## config.mk

```make
export PLATFORM = sky130hd
export DESIGN_NAME = sched_top
export DESIGN_NICKNAME = d
export VERILOG_FILES = /design/src/sched_pkg.sv /design/src/sched_ready.sv /design/src/sched_picker.sv /design/src/sched_top.sv
export SDC_FILE = /design/constraint.sdc
export NUM_CORES = 2
export LEC_CHECK = 0
export BUFFER_PORTS_ARGS = -buffer_cell sky130_fd_sc_hd__buf_2
export CORE_UTILIZATION = 50
export DETAILED_ROUTE_END_ITERATION = 10
export PLACE_DENSITY_LB_ADDON = 0.08
export SLEW_MARGIN = 20
export SYNTH_ARGS = -nofsm -noshare
export SYNTH_HDL_FRONTEND = slang
export SYNTH_SLANG_ARGS = --single-unit
```

## constraint.sdc

```tcl
create_clock -name clk -period 4.7 [get_ports clk]
set_input_delay 0.94 -clock clk [delete_from_list [all_inputs] [get_ports clk]]
set_output_delay 0.94 -clock clk [all_outputs]
set_load 0.01 [all_outputs]
```

## src/sched_pkg.sv

```systemverilog
package sched_pkg;

	// ==========================================================
	// ROB geometry
	// ==========================================================

	// Number of reorder buffer entries visible to the scheduler
	localparam int ROB_ENTRIES = 16;
	localparam int ROB_NDX_W = 4;
	// Sequence numbers follow program order, a smaller value is older
	localparam int SN_W = 6;

	typedef logic [ROB_NDX_W-1:0] rob_ndx_t;
	typedef logic [ROB_ENTRIES-1:0] rob_mask_t;

	// Operation class decides which execution units may accept an entry
	typedef enum logic [2:0] {
		OP_NOP  = 3'd0,
		OP_ALU  = 3'd1,
		OP_ALU0 = 3'd2,
		OP_MEM  = 3'd3,
		OP_FC   = 3'd4,
		OP_SYNC = 3'd5
	} op_class_e;

	// One ROB entry as the scheduler sees it
	// arg_v holds operand A in bit 2, B in bit 1 and C in bit 0
	typedef struct packed {
		logic valid;
		logic [SN_W-1:0] sn;
		logic done;
		logic out;
		logic [2:0] arg_v;
		op_class_e op;
	} rob_entry_t;

	// Entry 0 sits in the least significant bits
	typedef rob_entry_t [ROB_ENTRIES-1:0] rob_t;

	// ==========================================================
	// Execution unit side
	// ==========================================================

	// Idle flags, in unit order alu0, alu1, fcu, agen0, agen1
	typedef struct packed {
		logic alu0;
		logic alu1;
		logic fcu;
		logic agen0;
		logic agen1;
	} unit_idle_t;

	typedef struct packed {
		logic valid;
		rob_ndx_t ndx;
	} grant_t;

	// Same unit order as the idle flags
	typedef struct packed {
		grant_t alu0;
		grant_t alu1;
		grant_t fcu;
		grant_t agen0;
		grant_t agen1;
	} unit_grants_t;

endpackage

```

## src/sched_ready.sv

```systemverilog
module sched_ready
	import sched_pkg::*;
#(
	parameter int WINDOW_SIZE = 8
) (
	input  logic clk,
	input  logic rst,
	input  rob_t rob_i,
	input  rob_ndx_t head_i,
	input  rob_mask_t issued_i,
	output rob_mask_t ready_o,
	output rob_ndx_t [WINDOW_SIZE-1:0] win_ndx_o
);

	// Operands A and B are present and C is present or not needed
	rob_mask_t args_ok;
	// An older sync entry is still in the ROB
	rob_mask_t prior_sync;
	// An older flow-control entry has not finished yet
	rob_mask_t prior_fc;
	rob_mask_t ready_d;
	rob_ndx_t [WINDOW_SIZE-1:0] win_ndx_d;

	// ==========================================================
	// Operand check
	// ==========================================================

	// Memory ops only need A and B for address generation
	// Operand C is the store data and is picked up later
	always_comb begin
		for (int e = 0; e < ROB_ENTRIES; e++) begin
			args_ok[e] = rob_i[e].arg_v[2] && rob_i[e].arg_v[1]
				&& (rob_i[e].arg_v[0] || rob_i[e].op == OP_MEM);
		end
	end

	// ==========================================================
	// Age scans
	// ==========================================================

	// Every entry is compared against every other entry by sequence number
	// The entry itself never matches because its sn is not smaller than itself
	// The cost grows as entries squared
	always_comb begin
		prior_sync = '0;
		prior_fc = '0;
		for (int e = 0; e < ROB_ENTRIES; e++) begin
			for (int o = 0; o < ROB_ENTRIES; o++) begin
				if (rob_i[o].valid && rob_i[o].sn < rob_i[e].sn) begin
					// A sync holds back younger work until it leaves the ROB
					if (rob_i[o].op == OP_SYNC)
						prior_sync[e] = 1'b1;
					// Flow control waits only while the older one is unfinished
					if (rob_i[o].op == OP_FC && !rob_i[o].done)
						prior_fc[e] = 1'b1;
				end
			end
		end
	end

	// Final readiness per entry
	// The issued mask keeps an entry granted last cycle out of this snapshot
	always_comb begin
		for (int e = 0; e < ROB_ENTRIES; e++) begin
			ready_d[e] = rob_i[e].valid && !rob_i[e].done && !rob_i[e].out
				&& args_ok[e]
				&& !prior_sync[e]
				&& !(rob_i[e].op == OP_FC && prior_fc[e])
				&& !issued_i[e];
		end
	end

	// Window positions start at the head and wrap through the 4-bit index
	always_comb begin
		for (int w = 0; w < WINDOW_SIZE; w++)
			win_ndx_d[w] = head_i + rob_ndx_t'(w);
	end

	// Registered so the picker works from a stable snapshot
	always_ff @(posedge clk) begin
		if (rst) begin
			ready_o <= '0;
			win_ndx_o <= '0;
		end else begin
			ready_o <= ready_d;
			win_ndx_o <= win_ndx_d;
		end
	end

endmodule

```

## src/sched_picker.sv

```systemverilog
module sched_picker
	import sched_pkg::*;
#(
	parameter int WINDOW_SIZE = 8
) (
	input  logic clk,
	input  logic rst,
	input  rob_t rob_i,
	input  rob_mask_t ready_i,
	input  rob_ndx_t [WINDOW_SIZE-1:0] win_ndx_i,
	input  unit_idle_t idle_i,
	output unit_grants_t grants_o,
	output rob_mask_t issue_o
);

	// Grants being built for the next edge
	// A grant's valid bit doubles as the unit taken flag during the walk
	unit_grants_t grants_d;
	rob_mask_t issue_d;
	// Entry at the window position under consideration
	rob_ndx_t cand;
	// Entries that may take part in this cycle's selection
	rob_mask_t eligible;

	// ==========================================================
	// Eligibility
	// ==========================================================

	// The ready stage sees the grant mask one cycle late
	// Masking with our own registered grants here keeps an entry
	// from being handed out on two consecutive edges
	assign eligible = ready_i & ~issue_o;

	// ==========================================================
	// Window walk
	// ==========================================================

	// Position 0 is the ROB head and therefore the oldest candidate
	// Earlier positions claim units first, giving first-come selection
	always_comb begin
		grants_d = '0;
		issue_d = '0;
		cand = '0;
		for (int w = 0; w < WINDOW_SIZE; w++) begin
			cand = win_ndx_i[w];
			if (eligible[cand]) begin
				case (rob_i[cand].op)
					// General ALU work and sync barriers run on either ALU
					// ALU0 is tried first and ALU1 picks up the overflow
					OP_ALU, OP_SYNC: begin
						if (idle_i.alu0 && !grants_d.alu0.valid) begin
							grants_d.alu0.valid = 1'b1;
							grants_d.alu0.ndx = cand;
							issue_d[cand] = 1'b1;
						end else if (idle_i.alu1 && !grants_d.alu1.valid) begin
							grants_d.alu1.valid = 1'b1;
							grants_d.alu1.ndx = cand;
							issue_d[cand] = 1'b1;
						end
					end
					// Some ALU ops exist only on ALU0 and wait while it is busy
					OP_ALU0: begin
						if (idle_i.alu0 && !grants_d.alu0.valid) begin
							grants_d.alu0.valid = 1'b1;
							grants_d.alu0.ndx = cand;
							issue_d[cand] = 1'b1;
						end
					end
					// Loads and stores go to the first free address generator
					OP_MEM: begin
						if (idle_i.agen0 && !grants_d.agen0.valid) begin
							grants_d.agen0.valid = 1'b1;
							grants_d.agen0.ndx = cand;
							issue_d[cand] = 1'b1;
						end else if (idle_i.agen1 && !grants_d.agen1.valid) begin
							grants_d.agen1.valid = 1'b1;
							grants_d.agen1.ndx = cand;
							issue_d[cand] = 1'b1;
						end
					end
					// There is only one flow-control unit and the ready stage
					// already enforced program order between branches
					OP_FC: begin
						if (idle_i.fcu && !grants_d.fcu.valid) begin
							grants_d.fcu.valid = 1'b1;
							grants_d.fcu.ndx = cand;
							issue_d[cand] = 1'b1;
						end
					end
					// NOP entries never occupy a unit
					default: ;
				endcase
			end
		end
	end

	// ==========================================================
	// Grant registers
	// ==========================================================

	// Each grant is a single cycle pulse to its unit
	// There is no back-pressure and a busy unit simply is not granted
	always_ff @(posedge clk) begin
		if (rst) begin
			grants_o <= '0;
			issue_o <= '0;
		end else begin
			grants_o <= grants_d;
			issue_o <= issue_d;
		end
	end

endmodule

```

## src/sched_top.sv

```systemverilog
module sched_top
	import sched_pkg::*;
#(
	parameter int WINDOW_SIZE = 8
) (
	input  logic clk,
	input  logic rst,
	input  rob_t rob_i,
	input  rob_ndx_t head_i,
	input  unit_idle_t idle_i,
	output unit_grants_t grants_o,
	output rob_mask_t issue_o
);

	// Registered readiness and window positions from the first stage
	rob_mask_t ready;
	rob_ndx_t [WINDOW_SIZE-1:0] win_ndx;

	// ==========================================================
	// Readiness stage
	// ==========================================================

	// The grant mask loops back so a just-issued entry drops out
	sched_ready #(
		.WINDOW_SIZE(WINDOW_SIZE)
	) i_sched_ready (
		.clk       (clk),
		.rst       (rst),
		.rob_i     (rob_i),
		.head_i    (head_i),
		.issued_i  (issue_o),
		.ready_o   (ready),
		.win_ndx_o (win_ndx)
	);

	// ==========================================================
	// Unit selection stage
	// ==========================================================

	sched_picker #(
		.WINDOW_SIZE(WINDOW_SIZE)
	) i_sched_picker (
		.clk       (clk),
		.rst       (rst),
		.rob_i     (rob_i),
		.ready_i   (ready),
		.win_ndx_i (win_ndx),
		.idle_i    (idle_i),
		.grants_o  (grants_o),
		.issue_o   (issue_o)
	);

endmodule

```

==> results.md <==
* Final net count at between 5k and 6k
* Initial antenna violation count at 28
* Crit end category: flop
* Post-Synthesis Cells at 3721
* IO Port Bufs at approximately 290
* Crit Path Category: reg -> reg
* Io pins at slightly below 300
* Cell breakdown of the critical path: and4b_1 > or4_1 > mux4_2 > a41oi_2 > o21ai_1 > a311oi_1 > a2111oi_2 > buf_4 > nor4_1 > a221oi_1 > a31oi_1 > a211o_1
* Unrepaired setup endpoints after global routing: no
* Setup TNS at 0 ns
* Vias/cell at 7.54
* Cell area after synthesis at 0.0287 mm^2
* Syn avg cell area at 7.70 um^2
* Final worst-path cycle share at 0.989
* Wire length per cell at 35.8 um
* Max incr delay on CP at 0.73 ns
* Final wirelength at 179000 um
* Buf/Inv on CP at 1
* Die area at 0.0583 mm^2
* Cell family with most CP delay: compound AO/OA/AOI/OAI gates
* First-pass iteration count of the detailed router at 9
* Status: finished clean
* Clock power share at 0.156
* CTS tree: yes
* H-tree levels at 3
* Worst-path fanout max at 7
* Reg clk slew, reported paths at 0.07 ns
* Worst-Skew Late Latency at 0.37 ns
* Static Leakage at 0.0164 uW
* Final Setup Violations at 0
* First-pass GRT wire length at roughly 250000 um
* Ys async rst share at 0
* Initial Utilization at 0.507
* Max clock buf depth at 2
* CTS Root Cell: clkbuf_16
* Finished Layout Cells at 5003
* Ys Warns at 0
* CTS buffer count at 9
* Critical Path Source Type: flop
* Req. time, crit path at 5.01 ns
* 1st-iter DRT viols at slightly above 6k
* Final hold viol count at 0
* Largest net degree at the start of global routing at 44
* Worst-Margin Slew at 1.19 ns
* Register area share after synthesis at 0.0552
* Synthesized net count at 4699
* Sw Pwr at 2770 uW
* Die W at 241 um
* Internal Pwr Total at 2360 uW
* Die Ht at 241 um
* Critical-path top delay cell: dfxtp_1
* Gpl congestion at 1.25
* Layout cells sized above 1 at 0.180
* Switching Share at 0.540
* Inst Count DP at 4964
* Fin crit period at 4.65 ns
* VDD IR-drop max at 0.000207 V
* Number of enable flip-flop cells after synthesis at 0
* Hold Buf Count CTS at 0
* Row count at between 80 and 90
* DRC viols at 0
* WP data arrival at 4.96 ns
* Clock skew at 0.0115 ns
* Fmax at 0.215 GHz
* Yosys cell types at 89
* Top_reg_cell synth: dfxtp_1
* Via count at 37.7k
* Core area at 0.0565 mm^2
* Final slew viol count at 0
* Pwr/cell area at 153 mW/mm^2
* Reg power frac at 0.144
* HPWL Detailed at 145000 um
* Remaining global-route overflow at 0
* All-layer global routing usage at 0.600
* Hold/Removal Path Class: reg -> reg
* Area Growth Syn to Fin at 16.9%
* Comb pwr share at 0.700
* Number of global-route vias before repair at 33.8k
* Number of clock sinks at 79
* Max cap viols at 0
* Filler instances at between 5k and 6k
* Final ANT Viol Nets at 0
* Seq cells post-synth at 79
* Normalized max-slew margin at 0.197
[worst paths after layout]
kind / start / end / slack (ns) / cells after the start
max: i_sched_picker.issue_o[7] / i_sched_picker.issue_o[6] / 0.05 / 12
min: i_sched_ready.win_ndx_o[21] / i_sched_picker.grants_o[1] / 0.76 / 3
max reg2reg: i_sched_picker.issue_o[7] / i_sched_picker.issue_o[6] / 0.05 / 12
min reg2reg: i_sched_ready.win_ndx_o[21] / i_sched_picker.grants_o[1] / 0.76 / 3
[cell families after synthesis]
logic type	after synthesis	share of synthesized area
AOI/OAI and AO/OA	1137	0.270
muxes	73	0.0549
xor gates and xnor gates	10	0.00306
DFF	79	0.0552
buffers and inverters	383	0.0523
adders and majority gates	728	0.318
and+or+nand+nor	1311	0.247
[power groups by stage]
stage               logic, uW  registers (uW)  clock network [uW]
CTS                      3320             738                 801
detailed placement       3310             754                   0
global placement         3260             753                   0
finish                   3600             741                 801
floorplan                1790             714                   0
global route             3740             739                 824
[cell type report]
type                            count  area (um^2)  area share
Clock inverter                      6         91.3     0.00273
Timing Repair Buffer              627         4060       0.121
Inverter                          246          923      0.0276
Multi-Input combinational cell   3259        25600       0.765
Sequential cell                    79         1590      0.0475
Tap cell                          756          946      0.0282
Antenna cell                       20         50.0     0.00149
Clock buffer                       10          229     0.00683
[worst register-to-register path, delay by kind of cell, from the launching register on]
| family | cells | cell delay, ns |
|---|---|---|
| compound gates | 7 | 1.64 |
| simple gates | 3 | 1.43 |
| flops | 1 | 0.73 |
| mux | 1 | 0.61 |
| buf+inv | 1 | 0.18 |
[metrics by stage]
stage	total power, uW	setup slack, ns	hold WS, ns	area (um^2)	utilization
final	5140	0.0520	0.758	33500	0.593
after floorplan	2500	0.494	0.701	28700	-
after CTS	4860	0.228	0.738	33400	0.591
after detailed placement	4060	0.123	0.730	33100	0.586
after global placement	4020	0.157	0.719	33100	0.586
after global routing	5300	0.00978	0.756	33500	0.592
[cell usage in the layout (no fill, tap or decap), types with 80 or more instances in the layout]
master,synthesis,routed
buf_2,11,290
a21o_1,190,190
ha_1,727,727
nand4_1,144,144
nand3_1,143,143
o21ai_0,206,206
a211oi_1,81,81
a22oi_1,117,117
a21oi_1,215,215
nor2_1,268,268
inv_1,245,245
nor3_1,83,80
buf_4,2,330
nand2_1,245,245
[state kept, by name, summed over array words and instances, names as in the netlist]
register                 flops
i_sched_picker.grants_o     25
i_sched_ready.ready_o       16
i_sched_ready.win_ndx_o     22
i_sched_picker.issue_o      16
[timing repair]
action,CTS,global route
gates resized for setup,0,2
buffers inserted,0,3
setup endpoints to repair,0,10
[layer usage]
layer,global-route usage,up-vias,share of wire,wire length [um]
met1,0.695,17300,0.35,61800
met4,0.444,30,0.098,17600
met3,0.357,1155,0.19,33700
li1,-,15600,-,-
met5,0.0581,-,0.0040,712
met2,0.795,3613,0.36,65200
[Yosys cell counts, drive strengths merged, types with 47 or more instances]
master	instances	area share
mux4	67	0.053
nand2	245	0.032
a21o	190	0.050
o21ai	212	0.037
nor3	83	0.014
inv	246	0.032
a221oi	62	0.019
nor2	268	0.035
clkbuf	110	0.014
ha	727	0.32
nor2b	74	0.016
nand3	144	0.026
a22oi	117	0.031
nor4	47	0.011
a21oi	215	0.038
nand4	144	0.031
dfxtp	79	0.055
and3	60	0.013
a211oi	82	0.022
(Power assumes the default switching activity.)
